## src/axil_regs_config.svh

```systemverilog
////////////////////////////////////////
// AXI-lite register slave sizes
// Bus widths and bank depth
////////////////////////////////////////

`ifndef AXIL_REGS_CONFIG_SVH
`define AXIL_REGS_CONFIG_SVH

// Byte address width of the slave
`define AXIL_ADDR_W 12

// Data width, fixed for AXI-lite here
`define AXIL_DATA_W 32

// Words in the register bank
`define AXIL_REG_COUNT 16

`endif
```

## src/axil_regs_pkg.sv

```systemverilog
////////////////////////////////////////
// AXI-lite register slave types
// Widths, response codes, port FSM states
////////////////////////////////////////

`include "axil_regs_config.svh"

package axil_regs_pkg;

	// Bus widths
	typedef logic [`AXIL_ADDR_W-1:0] axil_addr_t;
	typedef logic [`AXIL_DATA_W-1:0] axil_data_t;
	typedef logic [`AXIL_DATA_W/8-1:0] axil_strb_t;

	// Word index into the bank
	typedef logic [$clog2(`AXIL_REG_COUNT)-1:0] reg_index_t;

	// Response codes, EXOKAY and DECERR never produced
	typedef logic [1:0] axil_resp_t;
	localparam axil_resp_t RESP_OKAY = 2'b00;
	localparam axil_resp_t RESP_SLVERR = 2'b10;

	// Port FSMs
	typedef enum logic [1:0] {WR_COLLECT, WR_BANK, WR_RESP} wr_state_t;
	typedef enum logic [1:0] {RD_IDLE, RD_BANK, RD_WAIT, RD_RESP} rd_state_t;

endpackage

```

## src/bank_if.sv

```systemverilog
////////////////////////////////////////
// Bank access channel
// One requester's path to the arbiter
////////////////////////////////////////

interface bank_if;

	// Request side, held until gnt
	logic req;
	logic we;
	axil_regs_pkg::reg_index_t index;
	axil_regs_pkg::axil_data_t wdata;
	axil_regs_pkg::axil_strb_t wstrb;

	// Arbiter side
	// gnt is combinational from req
	logic gnt;
	// Read word, valid one cycle after the granted edge
	axil_regs_pkg::axil_data_t rdata;

	modport requester (
		output req, we, index, wdata, wstrb,
		input gnt, rdata
	);

	modport arbiter (
		input req, we, index, wdata, wstrb,
		output gnt, rdata
	);

endinterface

```

## src/axil_reg_slave.sv

```systemverilog
////////////////////////////////////////
// AXI-lite register slave, top level
// Write and read ports share one bank
////////////////////////////////////////

`include "axil_regs_config.svh"

module axil_reg_slave (
	input logic i_clk,
	input logic i_axi_reset_n,
	// Write address
	input logic i_axi_awvalid,
	output logic o_axi_awready,
	input logic [`AXIL_ADDR_W-1:0] i_axi_awaddr,
	// Write data
	input logic i_axi_wvalid,
	output logic o_axi_wready,
	input logic [`AXIL_DATA_W-1:0] i_axi_wdata,
	input logic [`AXIL_DATA_W/8-1:0] i_axi_wstrb,
	// Write response
	output logic o_axi_bvalid,
	input logic i_axi_bready,
	output axil_regs_pkg::axil_resp_t o_axi_bresp,
	// Read address
	input logic i_axi_arvalid,
	output logic o_axi_arready,
	input logic [`AXIL_ADDR_W-1:0] i_axi_araddr,
	// Read data
	output logic o_axi_rvalid,
	input logic i_axi_rready,
	output logic [`AXIL_DATA_W-1:0] o_axi_rdata,
	output axil_regs_pkg::axil_resp_t o_axi_rresp
);

	// Shared bank access bus
	logic bank_we;
	axil_regs_pkg::reg_index_t bank_index;
	axil_regs_pkg::axil_data_t bank_wdata;
	axil_regs_pkg::axil_strb_t bank_wstrb;
	axil_regs_pkg::axil_data_t bank_rdata;

	bank_if wr_bank ();
	bank_if rd_bank ();

	////////////////////////////////////////
	// Channel ports
	axil_write_port u_write_port (
		.i_clk(i_clk), .i_axi_reset_n(i_axi_reset_n),
		.i_awvalid(i_axi_awvalid), .o_awready(o_axi_awready), .i_awaddr(i_axi_awaddr),
		.i_wvalid(i_axi_wvalid), .o_wready(o_axi_wready),
		.i_wdata(i_axi_wdata), .i_wstrb(i_axi_wstrb),
		.o_bvalid(o_axi_bvalid), .i_bready(i_axi_bready), .o_bresp(o_axi_bresp),
		.bank(wr_bank)
	);

	axil_read_port u_read_port (
		.i_clk(i_clk), .i_axi_reset_n(i_axi_reset_n),
		.i_arvalid(i_axi_arvalid), .o_arready(o_axi_arready), .i_araddr(i_axi_araddr),
		.o_rvalid(o_axi_rvalid), .i_rready(i_axi_rready),
		.o_rdata(o_axi_rdata), .o_rresp(o_axi_rresp),
		.bank(rd_bank)
	);

	////////////////////////////////////////
	// Arbitration and storage
	bank_arbiter u_arbiter (
		.i_clk(i_clk), .i_axi_reset_n(i_axi_reset_n),
		.wr_port(wr_bank), .rd_port(rd_bank),
		.o_bank_we(bank_we), .o_bank_index(bank_index),
		.o_bank_wdata(bank_wdata), .o_bank_wstrb(bank_wstrb),
		.i_bank_rdata(bank_rdata)
	);

	reg_bank u_bank (
		.i_clk(i_clk), .i_axi_reset_n(i_axi_reset_n),
		.i_we(bank_we), .i_index(bank_index),
		.i_wdata(bank_wdata), .i_wstrb(bank_wstrb),
		.o_rdata(bank_rdata)
	);

endmodule

```

## src/reg_bank.sv

```systemverilog
////////////////////////////////////////
// Register bank
// Byte-strobed write, registered read
////////////////////////////////////////

`include "axil_regs_config.svh"

module reg_bank (
	input logic i_clk,
	input logic i_axi_reset_n,
	input logic i_we,
	input axil_regs_pkg::reg_index_t i_index,
	input axil_regs_pkg::axil_data_t i_wdata,
	input axil_regs_pkg::axil_strb_t i_wstrb,
	output axil_regs_pkg::axil_data_t o_rdata
);

	axil_regs_pkg::axil_data_t mem [`AXIL_REG_COUNT];

	// Storage, all words zero after reset
	always_ff @(posedge i_clk)
	begin
		if (!i_axi_reset_n)
		begin
			for (int w = 0; w < `AXIL_REG_COUNT; w++)
				mem[w] <= '0;
		end
		else if (i_we)
		begin
			// Only enabled bytes change
			for (int b = 0; b < $bits(axil_regs_pkg::axil_strb_t); b++)
				if (i_wstrb[b])
					mem[i_index][8*b +: 8] <= i_wdata[8*b +: 8];
		end
	end

	// Read word every clock, old value on a same-edge write
	always_ff @(posedge i_clk)
		o_rdata <= mem[i_index];

endmodule

```

## src/bank_arbiter.sv

```systemverilog
////////////////////////////////////////
// Bank arbiter
// Round-robin between write and read port
////////////////////////////////////////

module bank_arbiter (
	input logic i_clk,
	input logic i_axi_reset_n,
	bank_if.arbiter wr_port,
	bank_if.arbiter rd_port,
	output logic o_bank_we,
	output axil_regs_pkg::reg_index_t o_bank_index,
	output axil_regs_pkg::axil_data_t o_bank_wdata,
	output axil_regs_pkg::axil_strb_t o_bank_wstrb,
	input axil_regs_pkg::axil_data_t i_bank_rdata
);

	// High when the read port had the last grant
	logic last_rd;
	logic wr_gnt;
	logic rd_gnt;

	// Tie goes to whoever waited
	assign wr_gnt = wr_port.req && (!rd_port.req || last_rd);
	assign rd_gnt = rd_port.req && (!wr_port.req || !last_rd);

	always_ff @(posedge i_clk)
	begin
		if (!i_axi_reset_n)
			last_rd <= 1'b0;
		else if (wr_gnt)
			last_rd <= 1'b0;
		else if (rd_gnt)
			last_rd <= 1'b1;
	end

	assign wr_port.gnt = wr_gnt;
	assign rd_port.gnt = rd_gnt;

	// Granted requester drives the bank
	assign o_bank_we = (wr_gnt && wr_port.we) || (rd_gnt && rd_port.we);
	assign o_bank_index = rd_gnt ? rd_port.index : wr_port.index;
	assign o_bank_wdata = rd_gnt ? rd_port.wdata : wr_port.wdata;
	assign o_bank_wstrb = rd_gnt ? rd_port.wstrb : wr_port.wstrb;

	// Read word goes back to both
	assign wr_port.rdata = i_bank_rdata;
	assign rd_port.rdata = i_bank_rdata;

endmodule

```

## src/axil_read_port.sv

```systemverilog
////////////////////////////////////////
// AXI-lite read port
// Range checks AR, reads the bank,
// holds R until accepted
////////////////////////////////////////

`include "axil_regs_config.svh"

module axil_read_port (
	input logic i_clk,
	input logic i_axi_reset_n,
	input logic i_arvalid,
	output logic o_arready,
	input axil_regs_pkg::axil_addr_t i_araddr,
	output logic o_rvalid,
	input logic i_rready,
	output axil_regs_pkg::axil_data_t o_rdata,
	output axil_regs_pkg::axil_resp_t o_rresp,
	bank_if.requester bank
);

	axil_regs_pkg::rd_state_t state;
	logic ar_fire;
	logic addr_err;
	axil_regs_pkg::reg_index_t index_q;
	axil_regs_pkg::axil_data_t rdata_q;
	axil_regs_pkg::axil_resp_t rresp_q;

	// One read at a time, AR closed until R handshake
	assign o_arready = (state == axil_regs_pkg::RD_IDLE);
	assign ar_fire = i_arvalid && o_arready;
	assign addr_err = i_araddr[`AXIL_ADDR_W-1:2] >= `AXIL_REG_COUNT;

	////////////////////////////////////////
	// Control FSM
	always_ff @(posedge i_clk)
	begin
		if (!i_axi_reset_n)
			state <= axil_regs_pkg::RD_IDLE;
		else
		begin
			case (state)
				axil_regs_pkg::RD_IDLE:
					if (ar_fire)
						state <= addr_err ? axil_regs_pkg::RD_RESP : axil_regs_pkg::RD_BANK;
				axil_regs_pkg::RD_BANK:
					if (bank.gnt)
						state <= axil_regs_pkg::RD_WAIT;
				// Bank output registers during this cycle
				axil_regs_pkg::RD_WAIT:
					state <= axil_regs_pkg::RD_RESP;
				axil_regs_pkg::RD_RESP:
					if (i_rready)
						state <= axil_regs_pkg::RD_IDLE;
				default:
					state <= axil_regs_pkg::RD_IDLE;
			endcase
		end
	end

	////////////////////////////////////////
	// Payload capture
	always_ff @(posedge i_clk)
	begin
		if (ar_fire)
		begin
			index_q <= i_araddr[2 +: $bits(axil_regs_pkg::reg_index_t)];
			rresp_q <= addr_err ? axil_regs_pkg::RESP_SLVERR : axil_regs_pkg::RESP_OKAY;
			// Out-of-range read returns zero
			if (addr_err)
				rdata_q <= '0;
		end
		if (state == axil_regs_pkg::RD_WAIT)
			rdata_q <= bank.rdata;
	end

	// Read-only requester
	assign bank.req = (state == axil_regs_pkg::RD_BANK);
	assign bank.we = 1'b0;
	assign bank.index = index_q;
	assign bank.wdata = '0;
	assign bank.wstrb = '0;

	// R channel
	assign o_rvalid = (state == axil_regs_pkg::RD_RESP);
	assign o_rdata = rdata_q;
	assign o_rresp = rresp_q;

endmodule

```

## src/axil_write_port.sv

```systemverilog
////////////////////////////////////////
// AXI-lite write port
// Collects AW and W, range checks,
// writes the bank, returns B
////////////////////////////////////////

`include "axil_regs_config.svh"

module axil_write_port (
	input logic i_clk,
	input logic i_axi_reset_n,
	input logic i_awvalid,
	output logic o_awready,
	input axil_regs_pkg::axil_addr_t i_awaddr,
	input logic i_wvalid,
	output logic o_wready,
	input axil_regs_pkg::axil_data_t i_wdata,
	input axil_regs_pkg::axil_strb_t i_wstrb,
	output logic o_bvalid,
	input logic i_bready,
	output axil_regs_pkg::axil_resp_t o_bresp,
	bank_if.requester bank
);

	axil_regs_pkg::wr_state_t state;
	logic have_aw;
	logic have_w;
	logic aw_fire;
	logic w_fire;
	logic both_done;
	logic addr_err;
	axil_regs_pkg::axil_addr_t addr_sel;
	axil_regs_pkg::axil_addr_t awaddr_q;
	axil_regs_pkg::axil_data_t wdata_q;
	axil_regs_pkg::axil_strb_t wstrb_q;
	axil_regs_pkg::axil_resp_t bresp_q;

	// Each channel closes after its own handshake
	assign o_awready = (state == axil_regs_pkg::WR_COLLECT) && !have_aw;
	assign o_wready = (state == axil_regs_pkg::WR_COLLECT) && !have_w;
	assign aw_fire = i_awvalid && o_awready;
	assign w_fire = i_wvalid && o_wready;
	assign both_done = (have_aw || aw_fire) && (have_w || w_fire);

	// Address may arrive on this very edge
	assign addr_sel = have_aw ? awaddr_q : i_awaddr;
	// Word address past the bank
	assign addr_err = addr_sel[`AXIL_ADDR_W-1:2] >= `AXIL_REG_COUNT;

	////////////////////////////////////////
	// Control FSM
	always_ff @(posedge i_clk)
	begin
		if (!i_axi_reset_n)
		begin
			state <= axil_regs_pkg::WR_COLLECT;
			have_aw <= 1'b0;
			have_w <= 1'b0;
		end
		else
		begin
			case (state)
				axil_regs_pkg::WR_COLLECT:
				begin
					if (both_done)
					begin
						have_aw <= 1'b0;
						have_w <= 1'b0;
						// Errors skip the bank entirely
						state <= addr_err ? axil_regs_pkg::WR_RESP : axil_regs_pkg::WR_BANK;
					end
					else
					begin
						if (aw_fire)
							have_aw <= 1'b1;
						if (w_fire)
							have_w <= 1'b1;
					end
				end
				// Write lands on the granted edge
				axil_regs_pkg::WR_BANK:
					if (bank.gnt)
						state <= axil_regs_pkg::WR_RESP;
				axil_regs_pkg::WR_RESP:
					if (i_bready)
						state <= axil_regs_pkg::WR_COLLECT;
				default:
					state <= axil_regs_pkg::WR_COLLECT;
			endcase
		end
	end

	////////////////////////////////////////
	// Payload capture
	always_ff @(posedge i_clk)
	begin
		if (aw_fire)
			awaddr_q <= i_awaddr;
		if (w_fire)
		begin
			wdata_q <= i_wdata;
			wstrb_q <= i_wstrb;
		end
		if ((state == axil_regs_pkg::WR_COLLECT) && both_done)
			bresp_q <= addr_err ? axil_regs_pkg::RESP_SLVERR : axil_regs_pkg::RESP_OKAY;
	end

	// Bank request, fields steady through WR_BANK
	assign bank.req = (state == axil_regs_pkg::WR_BANK);
	assign bank.we = 1'b1;
	assign bank.index = awaddr_q[2 +: $bits(axil_regs_pkg::reg_index_t)];
	assign bank.wdata = wdata_q;
	assign bank.wstrb = wstrb_q;

	// B channel
	assign o_bvalid = (state == axil_regs_pkg::WR_RESP);
	assign o_bresp = bresp_q;

endmodule

```

## config.mk

```make
export PLATFORM = sky130hd
export DESIGN_NAME = axil_reg_slave
export DESIGN_NICKNAME = d
export VERILOG_FILES = /design/src/axil_regs_pkg.sv /design/src/bank_if.sv /design/src/axil_reg_slave.sv /design/src/reg_bank.sv /design/src/bank_arbiter.sv /design/src/axil_read_port.sv /design/src/axil_write_port.sv
export VERILOG_INCLUDE_DIRS = /design/src
export SDC_FILE = /design/constraint.sdc
export NUM_CORES = 1
export LEC_CHECK = 0
export ABC_AREA = 1
export BUFFER_PORTS_ARGS = -buffer_cell sky130_fd_sc_hd__buf_2
export CELL_PAD_IN_SITES_DETAIL_PLACEMENT = 1
export CELL_PAD_IN_SITES_GLOBAL_PLACEMENT = 1
export CORE_ASPECT_RATIO = 0.5
export CORE_UTILIZATION = 30
export CTS_CLUSTER_SIZE = 24
export DETAILED_ROUTE_END_ITERATION = 8
export GPL_TIMING_DRIVEN = 0
export MAX_ROUTING_LAYER = met4
export PLACE_DENSITY = 0.56
export SLEW_MARGIN = 10
export SYNTH_ARGS = -nofsm -noshare
export SYNTH_HDL_FRONTEND = slang
export SYNTH_SLANG_ARGS = --single-unit
```

## constraint.sdc

```tcl
create_clock -name i_clk -period 4.5 [get_ports i_clk]
set_input_delay 0.9 -clock i_clk [delete_from_list [all_inputs] [get_ports i_clk]]
set_output_delay 0.9 -clock i_clk [all_outputs]
set_load 0.01 [all_outputs]
```

==> summary.txt, run 1 <==
I/O pins = 108
pwr/cell area = 611 nW/um^2
Clock Root Buffer = clkbuf_16
Lkg Pwr = 0.0142 uW
Core Region = 93,900 um^2
Final Hold Fails = 0
global-route wire length before repair = 151 mm
DRC Markers = 0
routability cong. = 0.886
sequential area share after synthesis = 0.650
Max Freq = 0.234 GHz
CTS Sinks = 635
IO Port Bufs = 100
DIE HEIGHT = 221 um
clock tree buffer depth = 3
Synth area leader = edfxtp_1
Final Core Density = 0.349
synthesized instance count = 3,131
period utilization = 0.951
row count = 79
Critical Path RT = 4.80 ns
Placed Instances = 4,491
top cells by area, synth = edfxtp_1, nand2_1, nor2_1
CTS tree = done
CP arrival = 4.58 ns
Post-CTS Setup Bufs = 0
Worst slew margin = 0.115
R2R Path Start = u_read_port.state[1]$_SDFFE_PN0P_
drt via density = 4.87
r2r setup slk = 0.22 ns
Routed Antenna Nets = 0
Worst Setup SP = u_read_port.state[1]$_SDFFE_PN0P_
Internal Power = 11,500 uW
share of layout cells above drive strength 1 = 0.0777
vias in the first global route = 22,100
Sw Ratio = 0.427
WHS = 0.418 ns
RSZ-0062 raised after global routing = no
First DRT Iteration DRCs = 1,900
H-Tree Depth = 2
worst setup path end = u_bank.mem[0][13]$_SDFFCE_PN0P_
Flop pwr share = 0.366
hold buffers post-CTS = 0
DRT Wirelength = 105 mm
Global Route Usage Sum = 0.222
Final Skew = 0.0211 ns
Clock Pin Slew Worst Setup and Hold Paths = 0.07 ns
Critical Path End Type = flip-flop
Worst-Margin Slew = 1.33 ns
Syn Area/Cell = 9.17 um^2
Area Overhead vs Synth = 14.2%
global route overflow = 0
VDD IR max = 0.314 mV
Logic pwr share = 0.374
number of setup violations in the final report = 0
setup ws final = 0.221 ns
post-CTS sizing = 0
first drt pass iteration count = 5
pin count of the biggest net entering global routing = 21
max-slew violations = 0
Num CTS Buffers = 61
Max Cap Violations = 0
commonest non-fill, non-tap cell in the layout = nand2_1
Yosys reg bits = 635
post-route non-filler standard cell count = 4,605
area of the mapped netlist = 28,700 um^2
synth warn = 0
r2r endpoint = u_bank.mem[0][13]$_SDFFCE_PN0P_
dpl ws = 0.162 ns
Nets = 3,370
initial antenna violation count = 5
Clock power frac = 0.260
net load switching power = 8550 uW
full die area = 97,000 um^2
clock latency on the worst-skew pair = 0.66 ns
Netlist cell types = 29
CP Max Fanout = 10
status = finished clean
worst hold path type = in -> reg
WL/cell = 22.7 um
Die Width = 440 um
startpoint class of the critical path = flip-flop
kind of critical path = reg -> reg
DP Wirelength = 79.9 mm
vias = 22,400
Final min period = 4.28 ns
Worst R2R Path Depth = 10
Initial Util = 0.306
most frequent cells in the layout = nand2_1, edfxtp_1, nor2_1
Yosys top cell area share = 0.623
[power groups by stage]
stage,clock (uW),combinational (uW),sequential (uW)
3_5_place_dp,0,7390,7480
3_3_place_gp,0,7280,7470
2_1_floorplan,0,3840,7510
6_report,5210,7480,7340
4_1_cts,5290,7420,7350
5_1_grt,5510,8070,7400
[per-stage QoR]
step	total power (uW)	instance area (um^2)	TNS [ns]
2_1_floorplan	11300	28700	0
3_3_place_gp	14800	30800	-28.75
3_5_place_dp	14900	30800	0
4_1_cts	20100	32800	0
5_1_grt	21000	32800	0
6_report	20000	32800	0
[critical path, cell delays in order, from the launching register on]
cell and delay, ns:
dfxtp_1 0.37, inv_1 0.10, ha_1 0.26, inv_1 0.13
nor2_1 0.06, nor2_1 0.13, nand2_1 0.17, nor2_1 0.97
clkbuf_1 0.76, nand2_1 0.51, nand2_1 0.47
[final cells by class]
| cell class | instances | area, um^2 |
|---|---|---|
| Clock buffer | 77 | 1650 |
| Multi-Input combinational cell | 2182 | 8830 |
| Fill cell | 10900 | 61100 |
| Sequential cell | 635 | 18700 |
| Buffer | 187 | 749 |
| Inverter | 128 | 480 |
| Antenna cell | 4 | 10.0 |
| Clock inverter | 33 | 283 |
| Timing Repair Buffer | 104 | 551 |
| Tap cell | 1255 | 1570 |
[metal layers]
layer / vias up / GRT usage / share of wire
met1: 11200 / 0.334 / 0.50
met4: 0 / 0.0404 / 0.015
met2: 644 / 0.312 / 0.41
li1: 10500 / - / -
met3: 113 / 0.0384 / 0.074
met5: - / - / 0
[cell usage after synthesis]
library cell / count
nor4_1: 1
conb_1: 1
nor3_1: 7
a21o_1: 1
a21oi_1: 3
o21bai_1: 2
o211ai_1: 1
nand2_1: 1231
o22ai_1: 1
nand3_1: 355
nor2_2: 14
nor2_4: 3
inv_2: 7
dfxtp_1: 39
buf_1: 25
and3_1: 1
o21ai_1: 1
clkbuf_1: 131
nand2_2: 9
nor2_1: 538
buf_4: 3
a211oi_1: 1
o21ai_2: 2
o21ai_0: 4
edfxtp_1: 596
ha_1: 4
buf_2: 28
nand3_2: 1
inv_1: 121
[cells by family (layout without fill, tap and decap cells)]
group / count (synthesis) / in the layout / synth area share
buf+inv: 315 / 529 / 0.0428
flops: 635 / 635 / 0.650
fa+ha+maj: 4 / 4 / 0.00174
simple gates: 2160 / 2160 / 0.301
compound gates: 16 / 16 / 0.00353
other cells: 1 / 6 / 0.000131
[state kept, by name (all words and copies together) (netlist names)]
signal,flops
u_arbiter.last_rd,1
u_bank.mem,512
u_bank.o_rdata,32
u_read_port.bank.index,4
u_read_port.o_rdata,32
u_read_port.o_rresp,1
u_read_port.state,2
u_write_port.awaddr_q,10
u_write_port.bank.wdata,32
u_write_port.bank.wstrb,4
u_write_port.have_aw,1
u_write_port.have_w,1
u_write_port.o_bresp,1
u_write_port.state,2
[how the worst min path moves through the flow]
stage,from,endpoint,slack [ns],cells after the start
after floorplan,u_bank.o_rdata[0]$_DFF_P_,u_read_port.o_rdata[0]$_SDFFCE_PN0P_,0.47,2
after global placement,u_bank.o_rdata[16]$_DFF_P_,u_read_port.o_rdata[16]$_SDFFCE_PN0P_,0.47,2
after detailed placement,u_bank.o_rdata[18]$_DFF_P_,u_read_port.o_rdata[18]$_SDFFCE_PN0P_,0.48,2
after CTS,i_axi_wdata[3],u_write_port.bank.wdata[3]$_DFFE_PP_,0.39,1
after global routing,i_axi_wdata[3],u_write_port.bank.wdata[3]$_DFFE_PP_,0.40,1
final,i_axi_wdata[3],u_write_port.bank.wdata[3]$_DFFE_PP_,0.42,1
No activity file was read; power rests on OpenSTA's default activity.
==> run 2, diff against run 1 <==
CTS_BUF_LIST = sky130_fd_sc_hd__clkbuf_2   (was not set)
==> run 2 against run 1 <==
Utilization rose by 0.48 points. Clock power down 24%. Fmax shrank 2.2%. Die area did not move. Total power decreased by 5.7%. Setup slack lost 0.095 ns. Global-route usage grew 0.95 points. Via count rose by 4.7%. Worst hold slack got worse by 0.22 ns. Sequential power is essentially flat. Non-clock buffer count up 106. Clock skew up 0.094 ns.
==> summary.txt, run 2 (synthesized netlist as in run 1, its figures left out) <==
pwr/cell area = 568 nW/um^2 (-6.9%)
CP bufs+invs = 3 (unchanged)
r2r setup slk = 0.13 ns (-0.09 ns)
max reg flops = 512 (unchanged)
number of setup violations in the final report = 0 (unchanged)
WL/cell = 22.3 um (-2.1%)
delay-heaviest family, CP = simple AND/OR/NAND/NOR gates
setup_tns = 0 ns (unchanged)
drt via density = 4.82 (-0.95%)
row count = 79 (unchanged)
pin count of the biggest net entering global routing = 21 (unchanged)
r2r endpoint = u_bank.mem[0][12]$_SDFFCE_PN0P_
DIE HEIGHT = 221 um (unchanged)
Post-CTS Setup Bufs = 0 (unchanged)
clock tree buffer depth = 3 (unchanged)
post-route non-filler standard cell count = 4,869 (+5.7%)
post-route cell area = 33,200 um^2 (+1.4%)
first drt pass iteration count = 5 (unchanged)
Initial Util = 0.306 (unchanged)
RSZ-0062 raised after global routing = no
Lkg Pwr = 0.0148 uW (+3.9%)
period utilization = 0.972 (+0.0211)
CP Max Fanout = 10 (unchanged)
CTS Sinks = 635 (unchanged)
worst setup path end = u_bank.mem[0][12]$_SDFFCE_PN0P_
Worst slew margin = 0.142 (+0.0275)
Critical Path End Type = flip-flop
Final Skew = 0.115 ns (+0.0944 ns)
commonest non-fill, non-tap cell in the layout = nand2_1
VDD IR max = 0.382 mV (+21%)
Global Route Usage Sum = 0.232 (+0.00948)
vias in the first global route = 23,500 (+6.2%)
full die area = 97,000 um^2 (unchanged)
Core Region = 93,900 um^2 (unchanged)
DP Wirelength = 79.9 mm (unchanged)
R2R Path Start = u_read_port.state[1]$_SDFFE_PN0P_
IO Port Bufs = 100 (unchanged)
Die Width = 440 um (unchanged)
Final Hold Fails = 0 (unchanged)
DRT Wirelength = 108 mm (+3.5%)
Worst R2R Path Depth = 10 (unchanged)
DRC Markers = 0 (unchanged)
highest-delay cell along the critical path = nor2_1
Clock Pin Slew Worst Setup and Hold Paths = 0.13 ns (+0.06 ns)
kind of critical path = reg -> reg
Nets = 3,571 (+6.0%)
Routed Antenna Nets = 0 (unchanged)
most frequent cells in the layout = nand2_1, edfxtp_1, nor2_1
Num CTS Buffers = 156 (+160%)
share of layout cells above drive strength 1 = 0.116 (+0.0382)
CP arrival = 5.44 ns (+0.86 ns)
CTS tree = done
status = finished clean
Final min period = 4.37 ns (+0.0948 ns)
Max Cap Violations = 0 (unchanged)
max-slew violations = 0 (unchanged)
CP peak stage delay = 0.92 ns (-0.05 ns)
crit-path cells = inv_1 -> ha_1 -> inv_1 -> nor2_1 -> nor2_1 -> nand2_1 -> nor2_1 -> clkbuf_1 -> nand2_1 -> nand2_1
First DRT Iteration DRCs = 2,014 (+6.0%)
Stages on worst setup path = 10 (unchanged)
Worst-Margin Slew = 1.29 ns (-0.0413 ns)
Final Core Density = 0.354 (+0.00482)
global route overflow = 0 (unchanged)
Clock Root Buffer = clkbuf_2
initial antenna violation count = 6 (+1)
largest reg by FF count = u_bank.mem
vias = 23,500 (+4.7%)
Area Overhead vs Synth = 15.8%
global-route wire length before repair = 156 mm (+3.8%)
post-place instance area = 30,800 um^2 (unchanged)
clock latency on the worst-skew pair = 1.52 ns (+0.86 ns)
Critical Path RT = 5.57 ns (+0.77 ns)
routability cong. = 0.886 (unchanged)
startpoint class of the critical path = flip-flop
I/O pins = 108 (unchanged)
Worst Setup SP = u_read_port.state[1]$_SDFFE_PN0P_
H-Tree Depth = 4 (+2)
Max Freq = 0.229 GHz (-2.2%)
Placed Instances = 4,491 (unchanged)
worst hold path type = in -> reg
## run 2: cell types whose count changed in the layout (fill, tap and decap cells not counted), moves of 7 or more
cell / delta
clkbuf_1: -10
clkbuf_16: -61
clkbuf_2: +234
clkinv_2: -7
dlygate4sd3_1: +106
## run 2: power by group
part	switching, uW	total [uW]	leakage [uW]	internal [uW]
Combinational	6070	7610	0.00731	1550
Clock	2530	3950	0.00105	1420
Sequential	183	7340	0.00642	7150
Total	8780	18900	0.0148	10100
## run 2: how the worst min path moves through the flow
| stage | endpoint | from | cells after the start | slack (ns) |
|---|---|---|---|---|
| after floorplan | u_read_port.o_rdata[0]$_SDFFCE_PN0P_ | u_bank.o_rdata[0]$_DFF_P_ | 2 | 0.47 |
| after global placement | u_read_port.o_rdata[16]$_SDFFCE_PN0P_ | u_bank.o_rdata[16]$_DFF_P_ | 2 | 0.47 |
| after detailed placement | u_read_port.o_rdata[18]$_SDFFCE_PN0P_ | u_bank.o_rdata[18]$_DFF_P_ | 2 | 0.48 |
| after CTS | u_write_port.bank.wdata[26]$_DFFE_PP_ | i_axi_wdata[26] | 2 | 0.0009 |
| after global routing | u_write_port.bank.wdata[26]$_DFFE_PP_ | i_axi_wdata[26] | 2 | 0.11 |
| final | u_write_port.bank.wdata[17]$_DFFE_PP_ | i_axi_wdata[17] | 2 | 0.20 |
## run 2: cell type report
type	instances	area [um^2]
fill	11100	60700
sequential	635	18700
multi-input combinational	2182	8830
timing repair buffer	210	1610
tap	1255	1570
clock buffer	234	1170
buffer	187	749
inverter	128	480
clock inverter	30	140
antenna	8	20.0
## run 2: what timing repair did
item / in CTS / in global routing
hold buffers: 106 / 0
endpoints found under the setup margin: 0 / 71
hold endpoints to repair: 101 / 0
gates resized for setup: 0 / 1
## run 2: metal layers
| layer | vias to the layer above | global-route usage | share of wire |
|---|---|---|---|
| met5 | - | - | 0 |
| met4 | 0 | 0.0596 | 0.016 |
| met3 | 133 | 0.0437 | 0.072 |
| met2 | 759 | 0.324 | 0.41 |
| met1 | 11600 | 0.340 | 0.50 |
| li1 | 11000 | - | - |
## run 2: per-stage QoR
step,worst slack (ns),power (uW),hold WS [ns]
global placement,-0.802,14800,0.472
finish,0.126,18900,0.195
floorplan,0.601,11300,0.465
detailed placement,0.162,14900,0.478
CTS,0.0937,18900,0.000860
global route,0.0188,19900,0.108
